==> config.mk <==
export PLATFORM = sky130hd
export DESIGN_NAME = dcache_ctrl
export DESIGN_NICKNAME = d
export VERILOG_FILES = /design/src/dcache_pkg.sv /design/src/dcache_ctrl.sv
export VERILOG_INCLUDE_DIRS = /design/src
export SDC_FILE = /design/constraint.sdc
export NUM_CORES = 1
export LEC_CHECK = 0
export BUFFER_PORTS_ARGS = -buffer_cell sky130_fd_sc_hd__buf_4
export CAP_MARGIN = 10
export CORE_AREA = 2 2 479 481
export DETAILED_ROUTE_END_ITERATION = 8
export DIE_AREA = 0 0 481 483
export GPL_TIMING_DRIVEN = 0
export PLACE_DENSITY = 0.3
export SETUP_SLACK_MARGIN = 0.2
export SYNTH_ARGS = -nofsm -noshare
export SYNTH_HDL_FRONTEND = slang
export SYNTH_SLANG_ARGS = --single-unit
==> constraint.sdc <==
create_clock -name clk -period 1.6 [get_ports clk]
set_input_delay 0.24 -clock clk [delete_from_list [all_inputs] [get_ports clk]]
set_output_delay 0.24 -clock clk [all_outputs]
set_load 0.01 [all_outputs]
==> src/dcache_settings.svh <==
`ifndef DCACHE_SETTINGS_SVH
`define DCACHE_SETTINGS_SVH

// cache geometry
// number of ways
`define DC_WAYS 4

// sets per way
`define DC_SETS 16

// dwords per 64-byte line, also the read burst length
`define DC_BEATS 8

// simulation memory
// depth in dwords, 32 KB
`define MEM_WORDS 4096

// cycles from the read address transfer to the first data beat
`define MEM_LAT 3

// added to the word index for the low half of the initial contents
`define MEM_SEED 32'h1234_0000

`endif

==> src/dcache_pkg.sv <==
package dcache_pkg;

	// byte address from the core, 32 bits
	typedef logic [31:0] addr_t;

	// core data word, also the width of the memory data bus
	typedef logic [63:0] dword_t;

	// one RAM row holds two dwords
	typedef logic [127:0] line_t;

	// tag field, addr[31:10]
	typedef logic [21:0] tag_t;

	// set index, addr[9:6]
	typedef logic [3:0] set_t;

	// RAM row address, set index plus row within the line
	typedef logic [5:0] ram_addr_t;

	// one bit per way
	typedef logic [3:0] way_oh_t;

	// byte strobe for one dword
	typedef logic [7:0] strb_t;

	// controller states
	typedef enum logic [1:0] {
		idle       = 2'b00,
		read_mem   = 2'b01,
		write_mem  = 2'b10,
		write_resp = 2'b11
	} cache_state_t;

endpackage

==> src/dcache_ctrl.sv <==
`timescale 1ns/1ps
`include "dcache_settings.svh"

module dcache_ctrl import dcache_pkg::*; (
	input  logic      clk,
	input  logic      rst,
	input  logic      valid,
	output logic      ready,
	input  addr_t     addr,
	output dword_t    dout,
	input  logic      wren,
	input  dword_t    din,
	input  dword_t    mask,
	input  way_oh_t   way_hit,
	output logic      fill_en,
	output way_oh_t   fill_way,
	output way_oh_t   ram_cen_n,
	output logic      ram_wen_n,
	output line_t     ram_bwen_n,
	output line_t     ram_din,
	output ram_addr_t ram_addr,
	input  line_t     ram_dout0,
	input  line_t     ram_dout1,
	input  line_t     ram_dout2,
	input  line_t     ram_dout3,
	output addr_t     araddr,
	output logic      arvalid,
	input  logic      arready,
	input  dword_t    rdata,
	input  logic      rvalid,
	input  logic      rlast,
	output addr_t     awaddr,
	output logic      awvalid,
	input  logic      awready,
	output dword_t    wdata,
	output strb_t     wstrb,
	output logic      wvalid,
	input  logic      wready,
	input  logic      bvalid
);

	localparam int beat_w = $clog2(`DC_BEATS);

	cache_state_t      state;
	cache_state_t      state_nxt;
	way_oh_t           victim;
	logic [beat_w-1:0] beat;
	way_oh_t           hit_way_q;
	logic              half_q;
	logic              any_hit;
	logic              req_new;
	logic              rd_hit;
	logic              fill_beat;
	logic              aw_fire;
	line_t             line_sel;

	assign any_hit = |way_hit;
	// new request only in idle, valid is ignored during the ready pulse
	assign req_new = (state == idle) && valid && !ready;
	assign rd_hit = req_new && !wren && any_hit;
	assign fill_beat = (state == read_mem) && rvalid;
	assign aw_fire = awvalid && awready;

	// read miss asks for the whole line
	assign araddr = {addr[31:6], 6'b0};
	assign arvalid = req_new && !wren && !any_hit;

	// every write goes through as one beat
	assign awaddr = addr;
	assign awvalid = req_new && wren;
	assign wdata = din;
	assign wvalid = (state == write_mem);

	// byte strobe from the bit mask, one bit per byte lane
	always_comb begin
		for (int b = 0; b < $bits(strb_t); b++) begin
			wstrb[b] = mask[8*b];
		end
	end

	always_ff @(posedge clk) begin
		if (rst) begin
			state <= idle;
		end else begin
			state <= state_nxt;
		end
	end

	// a low ready on any channel keeps the current state
	always_comb begin
		state_nxt = state;
		case (state)
			idle: begin
				if (arvalid && arready) begin
					state_nxt = read_mem;
				end else if (aw_fire) begin
					state_nxt = write_mem;
				end
			end
			read_mem: begin
				if (rvalid && rlast) begin
					state_nxt = idle;
				end
			end
			write_mem: begin
				if (wvalid && wready) begin
					state_nxt = write_resp;
				end
			end
			write_resp: begin
				if (bvalid) begin
					state_nxt = idle;
				end
			end
			default: begin
				state_nxt = idle;
			end
		endcase
	end

	// victim rotates while idle and holds through a fill
	// beat count picks the row and half for each fill beat
	always_ff @(posedge clk) begin
		if (rst) begin
			victim <= 4'b0001;
			beat <= '0;
		end else begin
			if (state == idle) begin
				victim <= {victim[2:0], victim[3]};
			end
			if (state != read_mem) begin
				beat <= '0;
			end else if (rvalid) begin
				beat <= beat + 1'b1;
			end
		end
	end

	// tag and valid follow the last beat
	assign fill_en = fill_beat && rlast;
	assign fill_way = victim;

	// RAM controls shared by all ways, enables per way
	always_comb begin
		if (state == read_mem) begin
			// fill, even beats go to the low half
			ram_cen_n = ~(victim & {4{rvalid}});
			ram_wen_n = !fill_beat;
			ram_addr = {addr[9:6], beat[beat_w-1:1]};
			ram_din = {rdata, rdata};
			ram_bwen_n = beat[0] ? {64'h0, {64{1'b1}}} : {{64{1'b1}}, 64'h0};
		end else begin
			// core path, write hit lands with the AW transfer
			ram_cen_n = ~(way_hit & {4{req_new}});
			ram_wen_n = !(aw_fire && any_hit);
			ram_addr = addr[9:4];
			ram_din = {din, din};
			ram_bwen_n = addr[3] ? {~mask, {64{1'b1}}} : {{64{1'b1}}, ~mask};
		end
	end

	// hit way kept for the cycle the RAM output is valid
	always_ff @(posedge clk) begin
		if (rst) begin
			hit_way_q <= '0;
			ready <= 1'b0;
		end else begin
			hit_way_q <= rd_hit ? way_hit : '0;
			ready <= rd_hit || ((state == write_resp) && bvalid);
		end
	end

	// dword select held with the hit way
	always_ff @(posedge clk) begin
		if (rd_hit) begin
			half_q <= addr[3];
		end
	end

	always_comb begin
		case (hit_way_q)
			4'b0001: line_sel = ram_dout0;
			4'b0010: line_sel = ram_dout1;
			4'b0100: line_sel = ram_dout2;
			4'b1000: line_sel = ram_dout3;
			default: line_sel = '0;
		endcase
	end

	assign dout = half_q ? line_sel[127:64] : line_sel[63:0];

endmodule

* Word level (Yosys, flattened, before mapping) *
Index checks and enable logic that the tools add are counted.

storage, ports and cells
  bits in registers = 15
  bits of input ports = 750

operators by class
  equal/unequal tests = 12
  reductions and logical operators = 25
  bitwise operators = 6
  muxes and demuxes = 15
  $add $sub $neg = 1

operator list
  kind                                                                   count
  128-bit two-way mux                                                    4
  128-bit one-hot mux with 4 select lines                                1
  64-bit two-way mux                                                     1
  64-bit inverter                                                        1
  1-bit logical AND                                                      14
  2-bit two-way mux                                                      6
  4-bit AND                                                              2
  4-bit inverter                                                         2
  2-bit one-hot mux with 4 select lines                                  1
  1-bit logical NOT                                                      5
  2-bit equality test, second input constant                             2
  4-bit by 1-bit equality test with 1-bit output, second input constant  1
  4-bit by 2-bit equality test with 1-bit output, second input constant  1
  4-bit by 3-bit equality test with 1-bit output, second input constant  1
  4-bit equality test, second input constant                             1
  4-bit two-way mux                                                      1
  2-bit by 1-bit != test with 1-bit output, second input constant        2
  2-bit != test, second input constant                                   2
  4-bit AND reduction                                                    1
  2-bit OR reduction                                                     2
  4-bit OR reduction                                                     1
  3-bit by 1-bit adder with 3-bit output, second input constant          1
  3-bit by 2-bit != test with 1-bit output, second input constant        1
  2-bit by 1-bit equality test with 1-bit output, second input constant  1
  other kinds (4)                                                        4

* Depth between registers and ports, before layout *
Gate-level depths: netlist (run 1).

  word-level depth = 8
  depth in mapped cells = 6

* Least setup slack after synthesis (run 1) *
OpenSTA, ideal clock, no wires.

  path type = reg2out
  start point = reg hit_way_q[1]
  end point = out dout[12]
  buffers on the path = 2
  stages on the path, launching flop included = 7
  arrival = 1.359 ns
  slack = 0.001 ns
  path through = dfxtp_1 -> nor2b_1 -> buf_2 -> clkbuf_1 -> a22oi_1 -> o22ai_1 -> o21a_1

on the way
  word-level cells in the longest chain between the ends = 3
  elaborated cells on any way between the ends = 6
  those cells by class = eq/ne (4); mux (2)

ends and longest elaborated chain
  what                                               RTL line            source
  start, declared                                    dcache_ctrl.sv:48   way_oh_t hit_way_q;
  start signal, assigned                             dcache_ctrl.sv:168  hit_way_q <= rd_hit ? way_hit : '0;
  4-bit equality test, or another cell as far along  dcache_ctrl.sv:181  case (hit_way_q)
  128-bit one-hot mux with 4 select lines (*)        dcache_ctrl.sv:181
  64-bit two-way mux (*)                             dcache_ctrl.sv:190  assign dout = half_q ? line_sel[127:64] : line_sel[63:0];
  end, declared                                      dcache_ctrl.sv:10   output dword_t dout,

Mark *: on every way between the ends. The rest lies on a longest branch, timed or not.

* Final worst setup path (run 1) *
  start point = reg hit_way_q[2]
  end point = out dout[3]

The elaborated chain is that of the path after synthesis.

==> results of run 1 <==
-- worst max-delay path, stage by stage (launching register included) --
cell	delay, ns
dfxtp_4	0.41
nor2b_4	0.16
buf_12	0.15
buf_12	0.17
a22oi_2	0.57
o22ai_4	0.25
o21a_4	0.28
buf_6	0.13
-- sequential cells by signal (all words and copies together) (netlist names) --
name and count:
beat 3, fill_way 4, half_q 1, hit_way_q 4, ready 1, state 2
-- layer usage --
metal	track usage	vias up	share of wire
met5	0	-	0.0014
met4	0.03694	42	0.040
met3	0.03810	260	0.074
met2	0.2651	1066	0.52
met1	0.1469	7937	0.36
li1	-	7142	-
-- worst min-delay path by stage --
stage                                   from  slack [ns]                       end  depth (start not counted)
global route                      way_hit[0]        0.25   hit_way_q[0]$_SDFF_PP0_                          2
global placement    fill_way[0]$_SDFFE_PP1N_        0.49  fill_way[1]$_SDFFE_PP0N_                          2
detailed placement  fill_way[0]$_SDFFE_PP1N_        0.48  fill_way[1]$_SDFFE_PP0N_                          2
finish                            way_hit[0]        0.26   hit_way_q[0]$_SDFF_PP0_                          2
CTS                               way_hit[0]        0.24   hit_way_q[0]$_SDFF_PP0_                          2
floorplan                            addr[3]        0.34          half_q$_DFFE_PP_                          0
-- cells in the final DEF, fill, tap and decap left out, drive strengths merged, types with 2 or more instances in the layout --
master / synthesis / layout
buf: 274 / 1618
a22oi: 257 / 257
nand2: 204 / 204
a21oi: 133 / 133
clkbuf: 73 / 84
o21a: 64 / 64
o22ai: 64 / 64
o221ai: 64 / 64
diode: 0 / 22
dfxtp: 14 / 14
nor2b: 10 / 10
and2: 7 / 7
nor2: 7 / 7
conb: 1 / 6
nor3: 6 / 6
a32oi: 5 / 5
or2: 4 / 4
o21ai: 3 / 3
mux2i: 2 / 2
nand2b: 2 / 2
-- logic make-up after synthesis --
logic type	count (synthesis)
XOR/XNOR	2
multiplexers	2
flip-flops	15
other	1
AO/OA/AOI/OAI	592
AND/OR/NAND/NOR	246
adder cells (fa/ha/maj)	1
buffers and inverters	349
-- what timing repair did --
item	in CTS	in global routing
setup endpoints to repair	338	343
gates resized for setup	336	841
setup buffers	68	64
pin swaps	80	214
cloned	6	25
-- metrics by stage --
step,instance area [um2],instances
4_1_cts,24850,5490
2_1_floorplan,9643,1213
6_report,29360,5600
3_5_place_dp,22360,5412
5_1_grt,29340,5591
3_3_place_gp,22330,5411
-- power breakdown --
part	switching (mW)	total (mW)	internal, mW
sequential	0.0329	0.423	0.390
clock	0.149	0.482	0.333
combinational	3.91	8.23	4.31
total	4.10	9.13	5.03
-- cell usage after synthesis (2+ instances only) --
library cell / instances
and2_1: 7
mux2i_1: 2
clkbuf_1: 72
buf_4: 204
or2_2: 4
nor3_1: 4
nor2b_1: 10
o21ai_0: 3
o221ai_1: 64
buf_2: 54
a32oi_1: 5
buf_1: 13
a21oi_1: 133
nand2_1: 204
buf_6: 3
o22ai_1: 64
a22oi_1: 257
dfxtp_1: 14
o21a_1: 64
nor2_1: 6
nand2b_1: 2
-- area by class of cell --
type | instances | share of cell area
Timing Repair Buffer | 1352 | 0.4174
Multi-Input combinational cell | 849 | 0.3014
Buffer | 348 | 0.1370
Tap cell | 3009 | 0.1282
Sequential cell | 15 | 0.01125
Clock buffer | 3 | 0.002557
Antenna cell | 22 | 0.001875
Clock inverter | 1 | 0.0001704
Inverter | 1 | 0.0001278
==> run_results.csv, run 1 <==
group,metric,value,unit
run_status,outcome,"finished, violations left",
run_status,violations,"negative setup slack",
critical_path,r2r_cells,6,
critical_path,arrival,2.46,ns
clock_tree,clockBufferDepth,2,
power_and_ir_drop,p_total,9.130,mW
worst_hold_path,hold_path_class,"input port to flop",
yosys,synth_compound_area_frac,0.5341,
cells_and_area,final_util,0.1294,
grt,grt_pass1_vias,16760,
placement,io_buffers,1189,
clock_tree,clk_latency,0.24,ns
route,drc,0,
placement,globalplace.congestion,0.8583,
yosys,yosysWarnings,0,
yosys,synth_top_area_share,0.2507,
floorplan,die_w,481,um
timing,finalSetupViolations,333,
critical_path,worstSetupStartpoint,"hit_way_q[2]$_SDFF_PP0_",
placement,dp_hpwl,154400,um
critical_path,critical_path_required,1.36,ns
power_and_ir_drop,power.leakage,11.96,nW
yosys,synth-adder-area-share,0.001626,
cells_and_area,area_growth,281.6,%
grt,overflow,0,
clock_tree,htreeDepth,1,
yosys,synthXorXnorAreaFrac,0.002276,
critical_path,end_kind,"primary output",
timing,post-route-min-period,2.699,ns
critical_path,r2r_end,"state[0]$_SDFFE_PP0P_",
yosys,synthTopCellsByArea,"a22oi_1 (25%), buf_4 (20%), nand2_1 (10%)",
floorplan,die_h,483,um
yosys,seq_area_frac_synth,0.04033,
yosys,synth_top_flop_cell,"dfxtp_1",
grt,grt_max_degree,11,
timing,drv_slew,0,
route,viasPerCell,2.937,
floorplan,rows,175,
critical_path,timing.rr.start,"state[1]$_SDFFE_PP0P_",
clock_tree,cts_tree,"built",
yosys,syn-mean-instance-area,6.370,um2
yosys,synthMuxAreaShare,0.002602,
yosys,synth_area_leader_cell,"a22oi_1",
yosys,synth-simple-area-share,0.1358,
critical_path,start_kind,"flop",
cells_and_area,fillers,26240,
grt,antenna_found_initial,99,
cells_and_area,nNetsFinal,3321,
timing,setup_ws,-1.099,ns
route,wl_per_cell,31.55,um
yosys,synth_edf_count,1,
route,dr.pass1.iters,5,
power_and_ir_drop,p_per_area,310.9,nW/um2
grt,grt_pass1_wl,204800,um
cells_and_area,seq_area,330.3,um2
power_and_ir_drop,peakVddDrop,0.3654,mV
route,wl,176700,um
yosys,syn-cell-area,7695,um2
clock_tree,cts_root_buf,"clkbuf_16",
route,drt_iter0_markers,618,
timing,worst_slew_pin_slew,0.7387,ns
floorplan,core_area,226800,um2
critical_path,crit_end,"dout[3]",
yosys,ys_ff_latch,15,
clock_tree,numCtsBuffers,3,
floorplan,start_util,0.03392,
critical_path,r2r_setup_slack,-0.09,ns
placement,dpl_worst_slack,-1.450,ns
clock_tree,clock_sinks,15,
timing,clock_skew,0.0007064,ns
yosys,synth-async-reset-ratio,0,
route,dr_total_vias,16450,
timing,min_period_over_period,1.687,
yosys,synth_top_family_by_area,"compound AO/OA/AOI/OAI gates",
timing,max-slew-margin-rel,0.5075,
timing,hold_violations,0,
timing,holdWs,0.2555,ns
critical_path,path_max_fanout,5,
cells_and_area,multi_input_area,8851,um2
grt,grt_usage,0.1388,
flow_run,drv_cap,0,
timing,fmax,0.3705,GHz
route,ant_nets,0,
floorplan,ios,1226,
floorplan,dieArea,232300,um2
clock_tree,clk_pin_slew,0.05,ns
timing,fin_tns_setup,-171.64,ns
cells_and_area,drive_above_1_share,0.8571,
yosys,synthCells,1208,
critical_path,worstSetupPathType,"flop to primary output",
yosys,synth.distinct_cells,40,
clock_tree,hold_buffers,0,
timing,rsz0062_at_grt,"true",
Note: power is estimated with default switching activity, not from simulation.
==> inputs of run 2 (changes only) <==
CORE_AREA = 2 2 482 484   (was 2 2 479 481)
DIE_AREA = 0 0 484 486   (was 0 0 481 483)
clock period = 2.8 ns   (was 1.6 ns; I/O delays follow)
==> run 2 against run 1 <==
The run now ends clean; via count fell by 4.9%; hold slack gained 0.16 ns; design area down 24%; final cell count down 2.0%; first-iteration DRC count increased by 65%; clock power shrank 40%; combinational power is 55% lower; highest routed layer unchanged; register-to-register slack better by 1.3 ns; largest cell class unchanged; critical endpoint is now dout[6].
==> run_results.csv, run 2 (same netlist as run 1, synthesis figures left out) <==
group,metric,value,unit
timing,clock_skew,0.001763,ns
cells_and_area,seq_area,325.3,um2
grt,antenna_found_initial,101,
power_and_ir_drop,p_per_area,189.4,nW/um2
timing,fmax,0.3681,GHz
clock_tree,cts_root_buf,"clkbuf_16",
placement,dp_cells,5434,
worst_hold_path,hp-start,"way_hit[3]",
cells_and_area,fillers,27010,
cells_and_area,layout_commonest_cell,"buf_4",
timing,finalSetupViolations,0,
power_and_ir_drop,p_total,4.251,mW
timing,max-slew-margin-rel,0.4865,
route,ant_nets,0,
power_and_ir_drop,comb_power_share,0.875,
floorplan,dieArea,235200,um2
critical_path,timing.rr.start,"state[1]$_SDFFE_PP0P_",
clock_tree,clockBufferDepth,2,
clock_tree,htreeDepth,1,
timing,min_period_over_period,0.9702,
cells_and_area,multi_input_area,5962,um2
timing,worst_slew_pin_slew,0.7703,ns
timing,rsz0062_at_grt,"true",
grt,grt_max_degree,11,
clock_tree,hold_buffers,0,
critical_path,path_delay_family,"compound AO/OA/AOI/OAI gates",
grt,grt_usage,0.1366,
clock_tree,clk_pin_slew,0.05,ns
power_and_ir_drop,p_sw_frac,0.4779,
cells_and_area,final_util,0.09781,
grt,overflow,0,
floorplan,die_w,484,um
power_and_ir_drop,peakVddDrop,0.1442,mV
floorplan,rows,176,
floorplan,die_h,486,um
power_and_ir_drop,power.leakage,9.427,nW
placement,dpl_worst_slack,-1.515,ns
route,viasPerCell,2.849,
critical_path,path_max_fanout,8,
critical_path,start_kind,"flop",
worst_hold_path,hold_path_class,"input port to flop",
critical_path,worstSetupPathType,"flop to primary output",
timing,post-route-min-period,2.717,ns
clock_tree,cts_tree,"built",
timing,holdWs,0.4187,ns
critical_path,cpPeakStageDelay,0.56,ns
floorplan,core_area,229500,um2
cells_and_area,drive_above_1_share,0.6895,
cells_and_area,stdcell_count,5489,
timing,setup_ws,0.08349,ns
critical_path,arrival,2.30,ns
run_status,outcome,"finished, final reports clean",
placement,dp_hpwl,157600,um
floorplan,start_util,0.03353,
power_and_ir_drop,p_seq_frac,0.056,
critical_path,worstSetupStartpoint,"hit_way_q[3]$_SDFF_PP0_",
clock_tree,clk_latency,0.25,ns
placement,io_buffers,1189,
timing,drv_slew,0,
route,wl,169600,um
route,drc,0,
cells_and_area,nNetsFinal,3190,
critical_path,cp.buffers_inverters,4,
route,drt_iter0_markers,1022,
critical_path,worst_path_max_delay_cell,"a22oi_2",
placement,dpl_cell_area,20500,um2
flow_run,drv_cap,0,
power_and_ir_drop,p_sw,2.032,mW
critical_path,cp_cell_sequence,"nor2b_4 -> buf_6 -> clkbuf_16 -> buf_4 -> a22oi_2 -> o221ai_1 -> o21a_1 -> buf_4",
power_and_ir_drop,p_int,2.219,mW
grt,grt_pass1_wl,202700,um
critical_path,end_kind,"primary output",
grt,grt_pass1_vias,16030,
cells_and_area,area_growth,191.7,%
clock_tree,numCtsBuffers,3,
timing,fin_tns_setup,0,ns
timing,hold_violations,0,
power_and_ir_drop,p_clk_frac,0.068,
critical_path,critical_path_required,2.38,ns
route,wl_per_cell,30.90,um
route,dr.pass1.iters,5,
cells_and_area,final_area,22440,um2
placement,globalplace.congestion,0.9778,
route,dr_total_vias,15640,
cells_and_area,final_cell_mix,"buf_4 (1,414), a22oi_1 (217), nand2_1 (203), a21oi_1 (123), o21a_1 (60)",
floorplan,ios,1226,
critical_path,crit_top_cell,"buf_4",
clock_tree,clock_sinks,15,
## run 2: cell count changes in the layout (fill, tap and decap cells not counted), moves of 35 or more
cell       previous run  this run
nand2_1              56       203
o221ai_2             43         8
a21oi_4              84         0
a22oi_1             143       217
buf_6               347        36
a21oi_1               4       123
buf_4              1152      1414
clkbuf_16            49         5
buf_12               69        14
a22oi_2             114        40
a21oi_2              45        10
nand2_4             109         0
## run 2: routing by layer
layer	vias up	track usage	wire length (um)
met5	-	0	239
met4	36	0.02699	4590
met3	211	0.04670	15160
met2	1104	0.2499	85150
met1	7417	0.1520	64450
li1	6868	-	-
## run 2: layout make-up
| cell class | instances | area share |
|---|---|---|
| diodes | 25 | 0.002788 |
| plain buffers | 347 | 0.1261 |
| clock buffers | 3 | 0.003345 |
| clock inverters | 1 | 0.0002230 |
| inverters | 1 | 0.0001673 |
| multi-input cells | 849 | 0.2657 |
| flip-flops and latches | 15 | 0.01450 |
| well taps | 3026 | 0.1687 |
| repair buffers | 1222 | 0.4186 |
## run 2: final timing paths
check,to,slack [ns],cells past startpoint
worst max-delay path,dout[6],0.08,8
worst max register to register,half_q$_DFFE_PP_,1.21,3
worst min-delay path,hit_way_q[3]$_SDFF_PP0_,0.42,2
worst min register to register,fill_way[3]$_SDFFE_PP0N_,0.54,2
## run 2: power groups by stage
stage	sequential, mW	clock [mW]	combinational (mW)
3_3_place_gp	0.251	0	3.58
2_1_floorplan	0.239	0	1.08
6_report	0.240	0.290	3.72
4_1_cts	0.245	0.299	3.77
3_5_place_dp	0.251	0	3.59
5_1_grt	0.243	0.309	3.93
## run 2: worst register-to-register path, cell delays in order (launching register included)
cell and delay (ns):
dfxtp_1 0.32, buf_6 0.14, or4b_4 0.58, nor3b_2 0.24
## run 2: repair_timing
| item | 4_1_cts | 5_1_grt |
|---|---|---|
| setup buffers | 19 | 7 |
| pin swaps | 31 | 14 |
| setup endpoints to repair | 318 | 115 |
| gates cloned | 1 | 0 |
| resized for setup | 312 | 96 |
==> inputs of run 3 (changes only) <==
==> constraint.sdc (replaced) <==
create_clock -name clk -period 2.8 [get_ports clk]
set_input_delay 0.42 -clock clk [delete_from_list [all_inputs] [get_ports clk]]
set_output_delay 0.42 -clock clk [all_outputs]
set_load 0.005 [all_outputs]
==> run 3 against run 2 <==
Fmax is 1.2% higher; clock skew hardly changed; design area is 1.2% lower; global-route usage hardly changed; critical path type unchanged; via count is 0.58% lower; count of clock-buffer cells in the layout stayed put; power is 5.4% lower; combinational power is 6.2% lower; clock power hardly changed.
==> run_results.csv, run 3 (same netlist as run 1, synthesis figures left out) <==
group,metric,value,unit
run_status,outcome,"finished, final reports clean",
floorplan,die_h,486,um
placement,io_buffers,1189,
power_and_ir_drop,peakVddDrop,0.1426,mV
floorplan,rows,176,
cells_and_area,fillers,27010,
clock_tree,clock_sinks,15,
timing,finalSetupViolations,0,
timing,post-route-min-period,2.684,ns
route,ant_nets,0,
route,dr_total_vias,15550,
route,wl,169300,um
floorplan,ios,1226,
route,drt_iter0_markers,976,
critical_path,cpPeakStageDelay,0.68,ns
floorplan,die_w,484,um
clock_tree,clockBufferDepth,2,
power_and_ir_drop,power.leakage,9.348,nW
route,wl_per_cell,30.83,um
clock_tree,clk_pin_slew,0.05,ns
timing,rsz0062_at_grt,"true",
timing,setup_ws,0.1160,ns
cells_and_area,final_cell_mix,"buf_4 (1,418), a22oi_1 (233), nand2_1 (203), a21oi_1 (122), o21a_1 (61)",
placement,globalplace.congestion,0.9778,
cells_and_area,nNetsFinal,3186,
critical_path,critical_path_required,2.38,ns
route,viasPerCell,2.831,
clock_tree,numCtsBuffers,3,
grt,grt_max_degree,11,
placement,dp_hpwl,157600,um
clock_tree,clk_latency,0.25,ns
critical_path,worstSetupPathType,"flop to primary output",
clock_tree,htreeDepth,1,
placement,dpl_worst_slack,-1.504,ns
grt,antenna_found_initial,101,
clock_tree,hold_buffers,0,
timing,worst_slew_pin_slew,0.8097,ns
route,dr.pass1.iters,5,
timing,min_period_over_period,0.9586,
critical_path,end_kind,"primary output",
timing,fmax,0.3726,GHz
timing,hold_violations,0,
critical_path,path_max_fanout,8,
floorplan,core_area,229500,um2
grt,overflow,0,
floorplan,dieArea,235200,um2
worst_hold_path,hold_path_class,"input port to flop",
route,drc,0,
cells_and_area,drive_above_1_share,0.6804,
timing,drv_slew,0,
critical_path,arrival,2.26,ns
floorplan,start_util,0.03353,
placement,dpl_cell_area,20500,um2
critical_path,start_kind,"flop",
power_and_ir_drop,p_per_area,181.4,nW/um2
flow_run,drv_cap,0,
cells_and_area,final_area,22170,um2
critical_path,worst_path_max_delay_cell,"a22oi_2",
timing,clock_skew,0.001689,ns
grt,grt_pass1_vias,16000,
clock_tree,cts_tree,"built",
grt,grt_pass1_wl,202400,um
grt,grt_usage,0.1365,
cells_and_area,layout_commonest_cell,"buf_4",
critical_path,cp_cell_sequence,"nor2b_4 -> buf_12 -> clkbuf_16 -> a22oi_2 -> o221ai_2 -> o21a_1 -> buf_4",
cells_and_area,area_growth,188.0,%
clock_tree,cts_root_buf,"clkbuf_16",
timing,max-slew-margin-rel,0.4602,
-- run 3: final timing paths --
path / start / to / slack (ns) / cells past startpoint
worst min register to register: fill_way[3]$_SDFFE_PP0N_ / fill_way[3]$_SDFFE_PP0N_ / 0.55 / 2
worst max-delay path: hit_way_q[3]$_SDFF_PP0_ / dout[13] / 0.12 / 7
worst max register to register: state[1]$_SDFFE_PP0P_ / half_q$_DFFE_PP_ / 1.21 / 3
worst min-delay path: way_hit[3] / hit_way_q[3]$_SDFF_PP0_ / 0.42 / 2
-- run 3: worst max-delay path: cells and delay by family (launching register included) --
family          cells  cell delay (ns)
flops               1             0.39
buf+inv             3             0.43
simple gates        1             0.16
compound gates      3             0.98
-- run 3: power by group --
| group | internal, mW | total [mW] | switching (mW) |
|---|---|---|---|
| Clock | 0.191 | 0.290 | 0.0984 |
| Sequential | 0.223 | 0.242 | 0.0193 |
| Combinational | 1.77 | 3.49 | 1.72 |
| Total | 2.18 | 4.02 | 1.84 |
-- run 3: metrics by stage --
step / utilization / instances / TNS (ns) / power (mW) / hold WS (ns)
after floorplan: - / 1213 / 0 / 1.133 / 0.4692
after global placement: 0.08902 / 5428 / -80.81 / 3.646 / 0.5189
after detailed placement: 0.08936 / 5434 / -46.55 / 3.654 / 0.5321
after CTS: 0.09479 / 5456 / 0 / 4.099 / 0.4188
after global routing: 0.09643 / 5477 / 0 / 4.260 / 0.4225
final: 0.09660 / 5492 / 0 / 4.022 / 0.4197
-- run 3: what timing repair did --
action | CTS | global route
pin swaps | 20 | 24
resized for setup | 268 | 89
setup buffers | 18 | 4
setup endpoints to repair | 317 | 108
gates cloned | 1 | 0
-- run 3: cell type report --
type                            instances  area [um2]  area share
Timing Repair Buffer                 1218        9324      0.4207
Multi-Input combinational cell        849        5823      0.2627
Tap cell                             3026        3786      0.1708
Buffer                                347        2743      0.1237
Sequential cell                        15       325.3     0.01468
Antenna cell                           32       80.08    0.003613
Clock buffer                            3       75.07    0.003387
Clock inverter                          1       5.005   0.0002258
Inverter                                1       3.754   0.0001693
-- run 3: per-layer routing --
layer / up-vias / wire, um / track usage
li1: 6872 / - / -
met1: 7351 / 64560 / 0.1511
met2: 1081 / 85320 / 0.2503
met3: 202 / 15120 / 0.04828
met4: 40 / 4055 / 0.02485
met5: - / 277 / 0
